$ cat src/design/tlu_pkg.sv
// Shared definitions for the TLU controller
//   bus and payload widths
//   event FIFO sizing and synchronizer depth
//   trigger mode codes
//   register map and control register bit positions
//   event word with number and timestamp views

package tlu_pkg;

    // bus and payload widths
    localparam int wb_adr_width = 4;
    localparam int wb_data_width = 8;
    localparam int event_width = 32;
    localparam int payload_width = event_width - 1;

    // event FIFO
    localparam int fifo_depth = 8;
    localparam int fifo_level_width = 4;
    localparam int lost_count_width = 8;

    // input synchronizer depth
    localparam int sync_stages = 2;

    // trigger modes
    // 2'b11 acts like the simple handshake
    localparam logic [1:0] mode_disabled = 2'b00;
    localparam logic [1:0] mode_no_handshake = 2'b01;
    localparam logic [1:0] mode_simple_handshake = 2'b10;

    // register map
    // multi-byte values least significant byte first
    localparam logic [wb_adr_width-1:0] reg_ctrl = 4'd0;
    localparam logic [wb_adr_width-1:0] reg_lost = 4'd1;
    localparam logic [wb_adr_width-1:0] reg_set_number = 4'd2;
    localparam logic [wb_adr_width-1:0] reg_fifo_status = 4'd6;
    localparam logic [wb_adr_width-1:0] reg_fifo_data = 4'd8;
    localparam logic [wb_adr_width-1:0] reg_trigger_number = 4'd12;

    // control register fields
    localparam int ctrl_mode_lsb = 0;
    localparam int ctrl_mode_msb = 1;
    localparam int ctrl_invert_lemo = 2;
    localparam int ctrl_disable_veto = 3;
    localparam int ctrl_enable_reset = 4;
    localparam int ctrl_write_ts = 5;

    typedef struct packed {
        logic kind;
        logic [payload_width-1:0] number;
    } tlu_number_view;

    typedef struct packed {
        logic kind;
        logic [payload_width-1:0] timestamp;
    } tlu_timestamp_view;

    // bit 31 tells the two decodings of a FIFO word apart
    typedef union packed {
        tlu_number_view as_number;
        tlu_timestamp_view as_timestamp;
    } tlu_event_word;

endpackage
$ cat src/design/tlu_controller.sv
// TLU controller top level
//   trigger unit feeding the event FIFO
//   Wishbone register block reading the FIFO and configuring the trigger unit

`timescale 1ns/10ps

module tlu_controller (
    input  logic BUS_CLK,
    input  logic RST,
    input  logic rj45_trigger,
    input  logic lemo_trigger,
    input  logic rj45_reset,
    input  logic lemo_reset,
    input  logic ext_veto,
    output logic rj45_enabled,
    output logic tlu_busy,
    input  logic wb_cyc,
    input  logic wb_stb,
    input  logic wb_we,
    input  logic [tlu_pkg::wb_adr_width-1:0] wb_adr,
    input  logic [tlu_pkg::wb_data_width-1:0] wb_dat_w,
    output logic [tlu_pkg::wb_data_width-1:0] wb_dat_r,
    output logic wb_ack
);
    import tlu_pkg::*;

    logic [1:0] mode;
    logic invert_lemo;
    logic disable_veto;
    logic enable_reset;
    logic write_ts;
    logic load_number;
    logic [payload_width-1:0] load_value;
    logic [payload_width-1:0] trigger_number;
    logic push;
    tlu_event_word push_word;
    logic pop;
    tlu_event_word head_word;
    logic empty;
    logic [fifo_level_width-1:0] level;
    logic [lost_count_width-1:0] lost_count;

    tlu_trigger_unit tlu_trigger_unit_inst (
        .BUS_CLK(BUS_CLK),
        .RST(RST),
        .rj45_trigger(rj45_trigger),
        .lemo_trigger(lemo_trigger),
        .rj45_reset(rj45_reset),
        .lemo_reset(lemo_reset),
        .ext_veto(ext_veto),
        .mode(mode),
        .invert_lemo(invert_lemo),
        .disable_veto(disable_veto),
        .enable_reset(enable_reset),
        .write_ts(write_ts),
        .load_number(load_number),
        .load_value(load_value),
        .rj45_enabled(rj45_enabled),
        .tlu_busy(tlu_busy),
        .push(push),
        .push_word(push_word),
        .trigger_number(trigger_number)
    );

    tlu_event_fifo tlu_event_fifo_inst (
        .BUS_CLK(BUS_CLK),
        .RST(RST),
        .push(push),
        .push_word(push_word),
        .pop(pop),
        .head_word(head_word),
        .empty(empty),
        .level(level),
        .lost_count(lost_count)
    );

    tlu_wb_regs tlu_wb_regs_inst (
        .BUS_CLK(BUS_CLK),
        .RST(RST),
        .wb_cyc(wb_cyc),
        .wb_stb(wb_stb),
        .wb_we(wb_we),
        .wb_adr(wb_adr),
        .wb_dat_w(wb_dat_w),
        .wb_dat_r(wb_dat_r),
        .wb_ack(wb_ack),
        .mode(mode),
        .invert_lemo(invert_lemo),
        .disable_veto(disable_veto),
        .enable_reset(enable_reset),
        .write_ts(write_ts),
        .load_number(load_number),
        .load_value(load_value),
        .pop(pop),
        .head_word(head_word),
        .empty(empty),
        .level(level),
        .lost_count(lost_count),
        .trigger_number(trigger_number)
    );

endmodule

$ cat src/design/tlu_wb_regs.sv
// Wishbone register block of the TLU controller
//   classic slave with single-cycle ack
//   control byte and trigger number preset bytes
//   readback of status, FIFO head and trigger number snapshot
//   FIFO pop on the read of the top data byte

`timescale 1ns/10ps

module tlu_wb_regs (
    input  logic BUS_CLK,
    input  logic RST,
    input  logic wb_cyc,
    input  logic wb_stb,
    input  logic wb_we,
    input  logic [tlu_pkg::wb_adr_width-1:0] wb_adr,
    input  logic [tlu_pkg::wb_data_width-1:0] wb_dat_w,
    output logic [tlu_pkg::wb_data_width-1:0] wb_dat_r,
    output logic wb_ack,
    output logic [1:0] mode,
    output logic invert_lemo,
    output logic disable_veto,
    output logic enable_reset,
    output logic write_ts,
    output logic load_number,
    output logic [tlu_pkg::payload_width-1:0] load_value,
    output logic pop,
    input  tlu_pkg::tlu_event_word head_word,
    input  logic empty,
    input  logic [tlu_pkg::fifo_level_width-1:0] level,
    input  logic [tlu_pkg::lost_count_width-1:0] lost_count,
    input  logic [tlu_pkg::payload_width-1:0] trigger_number
);
    import tlu_pkg::*;

    logic bus_req;
    logic [wb_data_width-1:0] ctrl_reg;
    logic [wb_data_width-1:0] set_number_bytes [4];
    logic [payload_width-1:0] number_snapshot;
    logic [event_width-1:0] snapshot_word;
    logic [wb_data_width-1:0] rd_byte;

    // ack goes out on the clock after a new request
    assign bus_req = wb_cyc && wb_stb && !wb_ack;

    always_ff @(posedge BUS_CLK)
    begin
        if (RST)
        begin
            wb_ack <= 1'b0;
            load_number <= 1'b0;
            pop <= 1'b0;
            ctrl_reg <= '0;
            for (int i = 0; i < 4; i++)
                set_number_bytes[i] <= '0;
        end
        else
        begin
            wb_ack <= bus_req;
            load_number <= bus_req && wb_we && wb_adr == reg_set_number + 4'd3;
            pop <= bus_req && !wb_we && wb_adr == reg_fifo_data + 4'd3 && !empty;
            if (bus_req && wb_we)
            begin
                if (wb_adr == reg_ctrl)
                    ctrl_reg <= wb_dat_w;
                else if (wb_adr inside {[reg_set_number : reg_set_number + 4'd3]})
                    set_number_bytes[2'(wb_adr - reg_set_number)] <= wb_dat_w;
            end
        end
    end

    assign mode = ctrl_reg[ctrl_mode_msb:ctrl_mode_lsb];
    assign invert_lemo = ctrl_reg[ctrl_invert_lemo];
    assign disable_veto = ctrl_reg[ctrl_disable_veto];
    assign enable_reset = ctrl_reg[ctrl_enable_reset];
    assign write_ts = ctrl_reg[ctrl_write_ts];

    // top preset bit has no place in the 31-bit number
    assign load_value = {set_number_bytes[3][6:0], set_number_bytes[2],
                         set_number_bytes[1], set_number_bytes[0]};

    assign snapshot_word = {1'b0, number_snapshot};

    always_comb
    begin
        rd_byte = '0;
        case (wb_adr) inside
            reg_ctrl: rd_byte = ctrl_reg;
            reg_lost: rd_byte = lost_count;
            [reg_set_number : reg_set_number + 4'd3]:
                rd_byte = set_number_bytes[2'(wb_adr - reg_set_number)];
            reg_fifo_status: rd_byte = {level, 3'b000, empty};
            [reg_fifo_data : reg_fifo_data + 4'd3]:
                rd_byte = head_word[{wb_adr[1:0], 3'b000} +: 8];
            reg_trigger_number: rd_byte = trigger_number[7:0];
            [reg_trigger_number + 4'd1 : reg_trigger_number + 4'd3]:
                rd_byte = snapshot_word[{wb_adr[1:0], 3'b000} +: 8];
            default: rd_byte = '0;
        endcase
    end

    // read data and snapshot captured with the ack
    always_ff @(posedge BUS_CLK)
    begin
        if (RST)
        begin
            wb_dat_r <= '0;
            number_snapshot <= '0;
        end
        else
        begin
            if (bus_req)
                wb_dat_r <= rd_byte;
            if (bus_req && !wb_we && wb_adr == reg_trigger_number)
                number_snapshot <= trigger_number;
        end
    end

    ack_needs_request: assert property (@(posedge BUS_CLK) disable iff (RST)
        $rose(wb_ack) |-> $past(wb_cyc && wb_stb))
        else $error("wb_ack raised without a bus request");

endmodule

$ cat src/design/tlu_event_fifo.sv
// Event FIFO of the TLU controller
//   8-word circular buffer with read and write pointers
//   fill level and empty flag
//   saturating count of events dropped while full

`timescale 1ns/10ps

module tlu_event_fifo (
    input  logic BUS_CLK,
    input  logic RST,
    input  logic push,
    input  tlu_pkg::tlu_event_word push_word,
    input  logic pop,
    output tlu_pkg::tlu_event_word head_word,
    output logic empty,
    output logic [tlu_pkg::fifo_level_width-1:0] level,
    output logic [tlu_pkg::lost_count_width-1:0] lost_count
);
    import tlu_pkg::*;

    tlu_event_word mem [fifo_depth];
    logic [$clog2(fifo_depth)-1:0] wr_ptr;
    logic [$clog2(fifo_depth)-1:0] rd_ptr;
    logic full;
    logic do_push;
    logic do_pop;

    assign full = level == fifo_level_width'(fifo_depth);
    assign empty = level == '0;
    assign do_pop = pop && !empty;
    // a pop in the same cycle frees the slot for the push
    assign do_push = push && (!full || do_pop);

    always_ff @(posedge BUS_CLK)
    begin
        if (do_push)
            mem[wr_ptr] <= push_word;
    end

    assign head_word = mem[rd_ptr];

    always_ff @(posedge BUS_CLK)
    begin
        if (RST)
        begin
            wr_ptr <= '0;
            rd_ptr <= '0;
            level <= '0;
            lost_count <= '0;
        end
        else
        begin
            if (do_push)
                wr_ptr <= wr_ptr + 1'b1;
            if (do_pop)
                rd_ptr <= rd_ptr + 1'b1;
            case ({do_push, do_pop})
                2'b10: level <= level + 1'b1;
                2'b01: level <= level - 1'b1;
                default: level <= level;
            endcase
            if (push && !do_push && lost_count != '1)
                lost_count <= lost_count + 1'b1;
        end
    end

    no_pop_when_empty: assert property (@(posedge BUS_CLK) disable iff (RST) pop |-> !empty)
        else $error("pop while the event FIFO is empty");

    level_in_range: assert property (@(posedge BUS_CLK) disable iff (RST)
        level <= fifo_level_width'(fifo_depth))
        else $error("event FIFO level above depth");

endmodule

$ cat src/design/tlu_trigger_unit.sv
// Trigger unit of the TLU controller
//   LEMO trigger inversion and two-stage pin synchronizer
//   RJ45 / LEMO port selection
//   trigger acceptance with veto and busy handshake
//   trigger number and free-running timestamp counters

`timescale 1ns/10ps

module tlu_trigger_unit (
    input  logic BUS_CLK,
    input  logic RST,
    input  logic rj45_trigger,
    input  logic lemo_trigger,
    input  logic rj45_reset,
    input  logic lemo_reset,
    input  logic ext_veto,
    input  logic [1:0] mode,
    input  logic invert_lemo,
    input  logic disable_veto,
    input  logic enable_reset,
    input  logic write_ts,
    input  logic load_number,
    input  logic [tlu_pkg::payload_width-1:0] load_value,
    output logic rj45_enabled,
    output logic tlu_busy,
    output logic push,
    output tlu_pkg::tlu_event_word push_word,
    output logic [tlu_pkg::payload_width-1:0] trigger_number
);
    import tlu_pkg::*;

    logic lemo_trigger_mod;
    logic [4:0] sync_ff [sync_stages];
    logic rj45_trig_s;
    logic lemo_trig_s;
    logic rj45_rst_s;
    logic lemo_rst_s;
    logic veto_s;
    logic trig_sel;
    logic rst_sel;
    logic trig_prev;
    logic rst_prev;
    logic trig_rise;
    logic reset_rise;
    logic accept;
    logic [payload_width-1:0] timestamp;

    assign lemo_trigger_mod = invert_lemo ? ~lemo_trigger : lemo_trigger;

    always_ff @(posedge BUS_CLK)
    begin
        if (RST)
        begin
            for (int i = 0; i < sync_stages; i++)
                sync_ff[i] <= '0;
        end
        else
        begin
            sync_ff[0] <= {rj45_trigger, lemo_trigger_mod, rj45_reset, lemo_reset, ext_veto};
            for (int i = 1; i < sync_stages; i++)
                sync_ff[i] <= sync_ff[i-1];
        end
    end

    assign {rj45_trig_s, lemo_trig_s, rj45_rst_s, lemo_rst_s, veto_s} = sync_ff[sync_stages-1];

    // unplugged RJ45 reads high on both lines
    always_ff @(posedge BUS_CLK)
    begin
        if (RST)
            rj45_enabled <= 1'b0;
        else if (mode == mode_disabled || (rj45_trig_s && rj45_rst_s && !rj45_enabled))
            rj45_enabled <= 1'b0;
        else
            rj45_enabled <= 1'b1;
    end

    assign trig_sel = rj45_enabled ? rj45_trig_s : lemo_trig_s;
    assign rst_sel = rj45_enabled ? rj45_rst_s : lemo_rst_s;

    // edge registers
    always_ff @(posedge BUS_CLK)
    begin
        if (RST)
        begin
            trig_prev <= 1'b0;
            rst_prev <= 1'b0;
        end
        else
        begin
            trig_prev <= trig_sel;
            rst_prev <= rst_sel;
        end
    end

    assign trig_rise = trig_sel && !trig_prev;
    assign reset_rise = rst_sel && !rst_prev && enable_reset;
    assign accept = trig_rise && mode != mode_disabled && !tlu_busy && (!veto_s || disable_veto);

    // handshake modes hold busy until the trigger line is released
    always_ff @(posedge BUS_CLK)
    begin
        if (RST)
            tlu_busy <= 1'b0;
        else if (accept && mode != mode_no_handshake)
            tlu_busy <= 1'b1;
        else if (!trig_sel)
            tlu_busy <= 1'b0;
    end

    always_ff @(posedge BUS_CLK)
    begin
        if (RST)
            trigger_number <= '0;
        else if (load_number)
            trigger_number <= load_value;
        else if (reset_rise)
            trigger_number <= '0;
        else if (accept && trigger_number != '1)
            trigger_number <= trigger_number + 1'b1;
    end

    always_ff @(posedge BUS_CLK)
    begin
        if (RST)
            timestamp <= '0;
        else
            timestamp <= timestamp + 1'b1;
    end

    assign push = accept;

    always_comb
    begin
        push_word = '0;
        if (write_ts)
        begin
            push_word.as_timestamp.kind = 1'b0;
            push_word.as_timestamp.timestamp = timestamp;
        end
        else
        begin
            push_word.as_number.kind = 1'b1;
            push_word.as_number.number = trigger_number;
        end
    end

    // busy only comes from an accept made in a handshake mode
    busy_needs_handshake: assert property (@(posedge BUS_CLK) disable iff (RST)
        $rose(tlu_busy) |-> $past(mode) != mode_disabled && $past(mode) != mode_no_handshake)
        else $error("tlu_busy rose outside the handshake modes");

endmodule

$ cat config.mk
export PLATFORM = sky130hd
export DESIGN_NAME = tlu_controller
export DESIGN_NICKNAME = d
export VERILOG_FILES = /design/src/design/tlu_pkg.sv /design/src/design/tlu_controller.sv /design/src/design/tlu_wb_regs.sv /design/src/design/tlu_event_fifo.sv /design/src/design/tlu_trigger_unit.sv
export SDC_FILE = /design/constraint.sdc
export NUM_CORES = 1
export LEC_CHECK = 0
export BUFFER_PORTS_ARGS = -buffer_cell sky130_fd_sc_hd__buf_2
export CORE_MARGIN = 2
export CORE_UTILIZATION = 59
export CTS_BUF_LIST = sky130_fd_sc_hd__clkbuf_4
export DETAILED_ROUTE_END_ITERATION = 8
export GPL_ROUTABILITY_DRIVEN = 0
export PLACE_DENSITY_LB_ADDON = 0.25
export SYNTH_ARGS = -nofsm -noshare
export SYNTH_HDL_FRONTEND = slang
export SYNTH_HIERARCHICAL = 1
export SYNTH_SLANG_ARGS = --single-unit
$ cat constraint.sdc
create_clock -name BUS_CLK -period 4.6 [get_ports BUS_CLK]
set_clock_uncertainty 0.2 [all_clocks]
set_input_delay 0.23 -clock BUS_CLK [delete_from_list [all_inputs] [get_ports BUS_CLK]]
set_output_delay 0.23 -clock BUS_CLK [all_outputs]
set_load 0.03 [all_outputs]
==> Yosys cells after proc, flatten, opt, wreduce, memory -nomap -nowiden <==
Memory sizes are Yosys's and may differ from the RTL's. A register that Yosys moved wholly into a read port is not among the register bits.
Index checks and enable logic that the tools add are counted.
{ "op_classes": {"n_addsub": 8, "magnitude_cmp": 6, "n_eq_ne": 12, "shifts": 2, "n_mux": 35, "bitwise": 3, "n_reduce_logical": 46} }
{ "ops": {"columns": ["operator", "n"], "rows": [
  ["2-to-1 mux 31 bit", 3],
  ["2-to-1 mux 8 bit", 8],
  ["variable part select 32 x 6 -> 8 bit", 2],
  ["adder 31 x 1 -> 31 bit (second input constant)", 2],
  ["2-to-1 mux 32 bit", 1],
  ["inequality test 31 bit (second input constant)", 1],
  ["logical AND 1 bit", 25],
  ["2-to-1 mux 1 bit", 17],
  ["equality test 4 bit (second input constant)", 3],
  ["zero test 1 bit", 10],
  ["2-to-1 mux 5 bit", 2],
  ["adder 8 x 1 -> 8 bit (second input constant)", 1],
  ["equality test 4 x 3 -> 1 bit (second input constant)", 2],
  ["greater-or-equal comparator 4 bit (second input constant)", 2],
  ["less-or-equal comparator 4 bit (second input constant)", 2],
  ["zero test 4 bit", 2],
  ["inequality test 8 bit (second input constant)", 1],
  ["one-hot mux 4 bit (2 select lines)", 1],
  ["OR reduction 8 bit", 1],
  ["adder 3 x 1 -> 3 bit (second input constant)", 2],
  ["2-to-1 mux 3 bit", 2],
  ["adder 4 x 1 -> 4 bit (second input constant)", 1],
  ["equality test 4 x 1 -> 1 bit (second input constant)", 1],
  ["greater-or-equal comparator 4 x 2 -> 1 bit (second input constant)", 1],
  ["other kinds (15)", 19]
]} }
{ "totals": {"ff_bits": 134, "ram_bits": 298, "in_bits": 22, "output_inout_bits": 11, "word_cells": 131, "n_memories": 3} }
{ "mem_list": {"columns": ["memory", "depth", "word_bits", "read_ports", "rd_clocked_by_memory_dff", "wr", "line", "source"], "rows": [
  ["tlu_event_fifo_inst.mem", 8, 32, 1, 1, 1, "tlu_event_fifo.sv:21", "tlu_event_word mem [fifo_depth];"],
  ["tlu_wb_regs_inst.set_number_bytes", 4, 8, 5, 0, 4, "tlu_wb_regs.sv:37", "logic [wb_data_width-1:0] set_number_bytes [4];"],
  ["tlu_trigger_unit_inst.sync_ff", 2, 5, 2, 0, 2, "tlu_trigger_unit.sv:33", "logic [4:0] sync_ff [sync_stages];"]
]} }

==> Depth between registers and ports, before layout <==
Gate-level depths: netlist of run 1.
An unclocked memory read counts as a cell.
{ "logic_depth": {"word_depth": 10, "mapped_depth": 12} }

==> Modules after synthesis <==
The synthesis of run 1 kept the hierarchy.
{ "modules_own_cells": {"columns": ["mod", "n_inst", "cells_each", "area_per_inst_um2"], "rows": [
  ["tlu_event_fifo", 1, 498, 10695.3],
  ["tlu_trigger_unit", 1, 531, 4360.4],
  ["tlu_wb_regs", 1, 398, 4157.7]
]} }

==> Least setup slack after synthesis of run 1 <==
OpenSTA, ideal clock, no wires.
{ "synth_path": {"path_kind": "register -> register", "from": "reg tlu_trigger_unit_inst.rj45_enabled", "to": "mem tlu_event_fifo_inst/mem[0][0] (netlist name) (enable)", "setup_ns": 0.461, "arrival_ns": 4.114, "t_required_ns": 3.939, "path_slack_ns": -0.175, "path_stages_with_launch": 7, "path_buffers": 1, "cell_sequence": "dfxtp_1 -> mux2i_1 -> a2111oi_4 -> buf_2 -> o21ai_1 -> or2_2 -> nor3_1"} }
{ "synth_via": {"elab_chain_len": 8} }
{ "synth_rtl": {"columns": ["element", "line", "source"], "rows": [
  ["from (decl)", "tlu_trigger_unit.sv:24", "output logic rj45_enabled,"],
  ["from (signal assigned)", "tlu_trigger_unit.sv:71", "rj45_enabled <= 1'b0;"],
  ["from (signal assigned)", "tlu_trigger_unit.sv:73", "rj45_enabled <= 1'b0;"],
  ["from (signal assigned)", "tlu_trigger_unit.sv:75", "rj45_enabled <= 1'b1;"],
  ["2-to-1 mux 1 bit", "tlu_trigger_unit.sv:78", "assign trig_sel = rj45_enabled ? rj45_trig_s : lemo_trig_s;"],
  ["logical AND 1 bit", "tlu_trigger_unit.sv:96", "assign trig_rise = trig_sel && !trig_prev;"],
  ["logical AND 1 bit (3 in series)", "tlu_trigger_unit.sv:98", "assign accept = trig_rise && mode != mode_disabled && !tlu_busy && (!veto_s || disable_veto);"],
  ["named net push", "tlu_controller.sv:35", "logic push;"],
  ["logical AND 1 bit", "tlu_event_fifo.sv:32", "assign do_push = push && (!full || do_pop);"],
  ["2-to-1 mux 1 bit", "tlu_event_fifo.sv:36", "if (do_push)"],
  ["2-to-1 mux 1 bit (implied by the code)", "tlu_event_fifo.sv:37", "mem[wr_ptr] <= push_word;"],
  ["to (decl)", "tlu_event_fifo.sv:21", null]
]} }
The timed path passes the listed nets, and every way through them passes these cells.

==> metrics.txt, run 1 <==
status completed; P&R area growth vs syn 11.8%; Final Worst Setup Slack 0.921 ns; clock period minus worst slack 3.68 ns; CTS Buf Count 104; Worst-Margin Slew 1.14 ns; Worst Path Class, Setup flop to flop; CP Launch Type flop; post-synth net total 1458; DR DRC count 0; Max Cap Violations 0; hpwl dp 31.5 mm; Layout Nets 1570; Max Freq 272 MHz; YS warnings 6; drt wl/cell 23.7 um; R2R setup slack 0.92 ns; distinct cell type count after synthesis 96; die width 184 um; Leak 7.13 nW; vias in the first global route 12.7k; first-pass GRT wire length 74.1 mm; Crit Path Max Fanout 37; Root Driver clkbuf_4; switching share of total power 21.9%; HP Class primary input to flop; required time worst endpoint 5.07 ns; biggest regs tlu_event_fifo_inst/mem (256), tlu_wb_regs_inst/set_number_bytes (32); Main synth FF type edfxtp_1; Fill cells 2313; pre-CTS WS 1.33 ns; Max Slew Vio Count 0; number of enable flip-flop cells after synthesis 288; Comb power frac 2.9%; Routed Antenna Nets 0; post_cts resized 0; clk buf depth 3; multi-input logic area 0.00718 sq mm; GRT Total Usage 29.3%; most frequent cells in the layout edfxtp_1, clkbuf_4, dfxtp_1; Sink Count 427; max FFs per register 256; core area 0.0323 sq mm; Vias/cell 6.37; syn avg cell area 13.5 sq um; PD cells 352 mW/mm^2; port buffer count 32; vias 13.2k; setup TNS 0 ns; switching pwr 1.65 mW; share of cells above drive strength 1 26.1%; starting density of the core 59.5%; Synth async-reset ratio 0%; Setup-failing EPs final 0; number of setup buffers added after CTS 0; RSZ-0062 raised after global routing no; Max H-tree Level 3; synthesized cell area 0.0192 sq mm; drt first pass iters 5; FF-to-FF path depth 9; IO Pins 33; Die ar. 0.0340 sq mm; CTS tree built; largest net degree at the start of global routing 73; final WL 49.0 mm; worst path arrival time 4.15 ns; initial antenna violation count 1; num rows 66; Worst-path clk slew 0.07 ns; crit end category flop; # hold bufs at CTS 42; sequential area share after synthesis 59.5%; post-synthesis cell count 1427; peak supply drop 0.000363 V; hold path depth 3; Max-slew headroom 23.3%; Flop pwr share 54.2%; clock latency at the later pin of the worst-skew pair 0.78 ns; Yosys reg bits 427; total gr overflow 0; initial DRC count 1502; Clk pwr share 42.9%; fin crit share 80.0%; most common cell after layout, fill and taps aside edfxtp_1; final hold violations 0; Die Y 184 um; register area 0.0114 sq mm; Critical path destination tlu_wb_regs_inst/wb_dat_r[2]; Reg2Reg Capture Point tlu_wb_regs_inst/wb_dat_r[2]; most flop-heavy register tlu_event_fifo_inst/mem; Int Pwr 5.90 mW
## metal layers
| metal | vias to the layer above | wire, um | track usage (%) |
|---|---|---|---|
| li1 | 5793 | - | - |
| met1 | 6532 | 19600 | 40.4 |
| met2 | 736 | 23100 | 45.9 |
| met3 | 113 | 4780 | 6.40 |
| met4 | 0 | 1510 | 11.3 |
| met5 | - | 0 | 0 |
## kinds of logic after synthesis
kind of cell	share of synthesized area, %
DFF	59.5
AOI/OAI and AO/OA	8.62
muxes	14.3
buffers and inverters	3.46
adders and majority gates	0.625
xor gates and xnor gates	1.50
and+or+nand+nor	12.0
## critical path, stage by stage, from the launching register on
cell	delay [ns]
dfxtp_4	0.83
buf_4	0.38
mux4_2	0.53
mux2_2	0.27
nor3b_1	0.23
a21oi_1	0.11
nand3_1	0.17
a31o_1	0.19
a211oi_2	0.07
dlygate4sd3_1	0.59
## power by group through the flow
stage	registers (mW)	logic, mW	clock network [mW]
after global placement	4.18	0.193	0
after detailed placement	4.18	0.195	0
after floorplan	4.17	0.134	0
after CTS	4.09	0.214	3.30
final	4.09	0.219	3.24
after global routing	4.09	0.231	3.50
## layout make-up
cell class | instances | area share (%)
Timing Repair Buffer | 98 | 3.61
Clock inverter | 26 | 0.740
Inverter | 30 | 0.524
Clock buffer | 167 | 5.84
Antenna cell | 1 | 0.0117
Sequential cell | 427 | 53.3
Tap cell | 442 | 2.57
Multi-Input combinational cell | 878 | 33.4
## metrics by stage
step | std cells | total power [mW] | cell area (sq um) | util, % | hold WS (ns)
after floorplan | 1427 | 4.31 | 19200 | - | 0.158
after global placement | 1833 | 4.37 | 19600 | 60.8 | 0.224
after detailed placement | 1833 | 4.37 | 19600 | 60.8 | 0.230
after CTS | 2068 | 7.60 | 21500 | 66.5 | 0.0707
after global routing | 2069 | 7.82 | 21500 | 66.5 | 0.132
final | 2069 | 7.56 | 21500 | 66.5 | 0.154
## cells in the mapped netlist (all sizes together) (10+ instances only)
| library cell | n | area (sq um) |
|---|---|---|
| nor2 | 79 | 317 |
| a22oi | 16 | 120 |
| xor2 | 12 | 105 |
| nor2b | 21 | 131 |
| edfxtp | 288 | 8650 |
| a21oi | 85 | 440 |
| xnor2 | 21 | 184 |
| dfxtp | 139 | 2780 |
| and2 | 27 | 169 |
| inv | 30 | 113 |
| buf | 44 | 372 |
| o221a | 10 | 113 |
| o21ai | 34 | 178 |
| mux2 | 73 | 822 |
| mux2i | 22 | 220 |
| nand4 | 24 | 165 |
| nor3 | 32 | 188 |
| or3 | 11 | 80.1 |
| clkbuf | 48 | 181 |
| mux4 | 75 | 1700 |
| and4 | 10 | 87.6 |
| nor4 | 12 | 87.6 |
| nand2 | 122 | 473 |
| and3 | 24 | 155 |
| nand3 | 39 | 195 |
## worst min-delay path by stage
stage                                              startpoint  slack [ns]                                       to
after global routing                              wb_dat_w[4]        0.13  tlu_wb_regs_inst/set_number_bytes[3][4]
after floorplan                                      ext_veto        0.16      tlu_trigger_unit_inst/sync_ff[0][0]
final                                               wb_adr[0]        0.15             tlu_wb_regs_inst/load_number
after global placement    tlu_trigger_unit_inst/sync_ff[0][1]        0.22      tlu_trigger_unit_inst/sync_ff[0][6]
after detailed placement  tlu_trigger_unit_inst/sync_ff[0][2]        0.23      tlu_trigger_unit_inst/sync_ff[0][7]
after CTS                                           wb_adr[0]        0.07             tlu_wb_regs_inst/load_number
No activity file was read; power rests on OpenSTA's default activity.
==> inputs of run 2 (changes only) <==
ABC_AREA = 1   (was default)
CORE_UTILIZATION = 65   (was 59)
clock period = 3.5 ns   (was 4.6 ns; I/O delays follow)
==> run 2 against run 1 <==
Routed wire length is 11% higher; sequential share of layout area decreased by 1.3 points; worst setup slack got worse by 0.67 ns; non-clock buffer count up 16; synthesized area up 3.8%; clock-buffer cell count down 18; global-route usage grew 4.5 points; critical endpoint is now tlu_wb_regs_inst/wb_dat_r[1].
==> metrics.txt, run 2 <==
Inst Count DP 2646; vias in the first global route 15.9k; Worst-path clk slew 0.07 ns; most frequent cells in the layout nand2_1, nor2_1, edfxtp_1; post-synthesis cell count 2284; Setup-failing EPs final 0; initial antenna violation count 2; Reg2Reg Capture Point tlu_wb_regs_inst/wb_dat_r[1]; most flop-heavy register tlu_event_fifo_inst/mem; dominant cell type by area after synthesis edfxtp_1; starting density of the core 65.5%; clk buf depth 3; num rows 64; initial DRC count 1808; biggest regs tlu_event_fifo_inst/mem (256), tlu_wb_regs_inst/set_number_bytes (32); peak supply drop 0.000341 V; DR DRC count 0; sequential area share after synthesis 57.7%; port buffer count 32; crit end category flop; Crit Path Max Fanout 86; IO Pins 33; max FFs per register 256; drt first pass iters 6; required time worst endpoint 4.02 ns; P&R area growth vs syn 11.2%; Vias/cell 5.87; Synth async-reset ratio 0%; Routed Antenna Nets 0; Cell Count, Final, Fillers Out 2882; Worst Path Class, Setup flop to flop; top-count cell post-synth nand2_1; Max-slew headroom 15.2%; YS warnings 6; vias 16.9k; Int Pwr 7.56 mW; CP Launch Type flop; synthesized cell area 0.0199 sq mm; share of cells above drive strength 1 12.1%; switching share of total power 23.3%; worst path arrival time 3.76 ns; number of enable flip-flop cells after synthesis 288; clock latency at the later pin of the worst-skew pair 0.80 ns; Synth top area share 43.4%; Hold Crit Start wb_dat_w[5]; PD cells 445 mW/mm^2; HP Class primary input to flop; Leak 7.98 nW; Fill cells 2259; FF-to-FF path depth 15; R2R setup slack 0.26 ns; Comb power frac 3.2%; Yosys reg bits 431; total gr overflow 0; core area 0.0304 sq mm; fin crit share 92.7%; switching pwr 2.30 mW; hold path depth 4; Worst Hold End tlu_wb_regs_inst/set_number_bytes[3][5]; number of setup buffers added after CTS 0; Die ar. 0.0321 sq mm; CTS tree built; Main synth FF type edfxtp_1; Max H-tree Level 3; GRT Total Usage 33.8%; Layout Nets 2428; Max Slew Vio Count 0; most common cell after layout, fill and taps aside nand2_1; Worst-Margin Slew 1.27 ns; Max Cap Violations 0; CTS Buf Count 106; post-synth net total 2315; die width 179 um; final hold violations 0; distinct cell type count after synthesis 45; hpwl dp 36.2 mm; Post-synth top cells nand2_1, nor2_1, edfxtp_1; drt wl/cell 18.9 um; status completed; final WL 54.5 mm; largest net degree at the start of global routing 87; Max Freq 308 MHz; Clk pwr share 41.7%; syn avg cell area 8.73 sq um; Root Driver clkbuf_4; setup TNS 0 ns; fin util 72.9%; clock period minus worst slack 3.24 ns; synth top area cells edfxtp_1, dfxtp_1, nand2_1; Sink Count 431; Die Y 179 um; RSZ-0062 raised after global routing no; Flop pwr share 55.1%; first-pass GRT wire length 82.8 mm
==> run 2: cell count changes in the layout (fill, tap and decap cells not counted), moves of 26 or more <==
cell     change
nand2_1    +448
and2_1      -27
o21ai_0    +151
mux2_2      -73
nor2_1     +423
mux4_2      -72
o32ai_1     +63
nand3_1     +26
inv_1      +123
==> run 2: cell type report <==
cell class | instances | area (sq um) | area share (%)
clock buffer | 149 | 1120 | 5.04
inverter | 162 | 618 | 2.79
clock inverter | 46 | 235 | 1.06
timing repair buffer | 114 | 940 | 4.24
sequential | 431 | 11500 | 51.9
tap | 396 | 495 | 2.23
antenna | 2 | 5.00 | 0.0226
multi-input combinational | 1582 | 7250 | 32.7
==> run 2: repair_timing <==
item	4_1_cts	5_1_grt
endpoints found under the setup margin	0	10
resized for setup	0	1
endpoints found under the hold margin	84	0
hold buffers	40	0
==> run 2: metal layers <==
metal | vias up | wire length, um | global-route usage (%)
li1 | 7885 | - | -
met1 | 7883 | 20100 | 41.4
met2 | 939 | 26500 | 57.6
met3 | 203 | 5120 | 6.55
met4 | 0 | 2710 | 16.7
met5 | - | 0 | 0
==> run 2: worst max-delay path, cell delays in order, from the launching register on <==
cell and delay (ns):
dfxtp_4 0.44, clkinv_2 0.11, buf_12 0.32, nor2_1 0.07
o32ai_1 0.25, nand2_1 0.10, nand2_1 0.10, nor2_1 0.05
o21ai_0 0.28, nand2_1 0.18, nand2_1 0.10, nand2_1 0.13
nand4_1 0.11, nand2_1 0.05, dlygate4sd3_1 0.56, a21oi_1 0.11
==> run 2: how the worst max path moves through the flow <==
stage                                             from                             end  slack, ns
finish                                            flop    tlu_wb_regs_inst/wb_dat_r[1]       0.26
global route                                      flop    tlu_wb_regs_inst/wb_dat_r[1]       0.07
CTS                                             wb_stb    tlu_wb_regs_inst/ctrl_reg[0]       0.12
detailed placement        tlu_wb_regs_inst/ctrl_reg[3]  tlu_event_fifo_inst/mem[2][10]       0.57
global placement          tlu_wb_regs_inst/ctrl_reg[3]  tlu_event_fifo_inst/mem[1][30]       0.63
floorplan           tlu_trigger_unit_inst/rj45_enabled   tlu_event_fifo_inst/mem[0][0]       0.11
==> run 2: power by group through the flow <==
stage | Clock, mW | Combinational [mW] | Sequential (mW)
6_report | 4.12 | 0.314 | 5.43
2_1_floorplan | 0 | 0.167 | 5.54
4_1_cts | 4.16 | 0.301 | 5.43
3_3_place_gp | 0 | 0.264 | 5.54
3_5_place_dp | 0 | 0.269 | 5.54
5_1_grt | 4.44 | 0.335 | 5.43
==> run 2: metrics by stage <==
stage,instance area [sq um],worst slack [ns],hold slack (ns),power [mW]
after floorplan,19900,0.113,0.0515,5.71
after global placement,20400,0.630,0.188,5.81
after detailed placement,20400,0.574,0.194,5.81
after CTS,22200,0.120,0.0125,9.90
after global routing,22200,0.0660,0.0553,10.2
final,22200,0.255,0.0450,9.87
==> run 2: cells by family after synthesis <==
logic type               count (synthesis)  synth area share (%)
AO/OA/AOI/OAI                          337                  9.85
XOR/XNOR                                12                 0.527
adder cells (fa/ha/maj)                  9                 0.602
buffers and inverters                  271                  6.22
flip-flops                             431                  57.7
AND/OR/NAND/NOR                       1224                  25.1
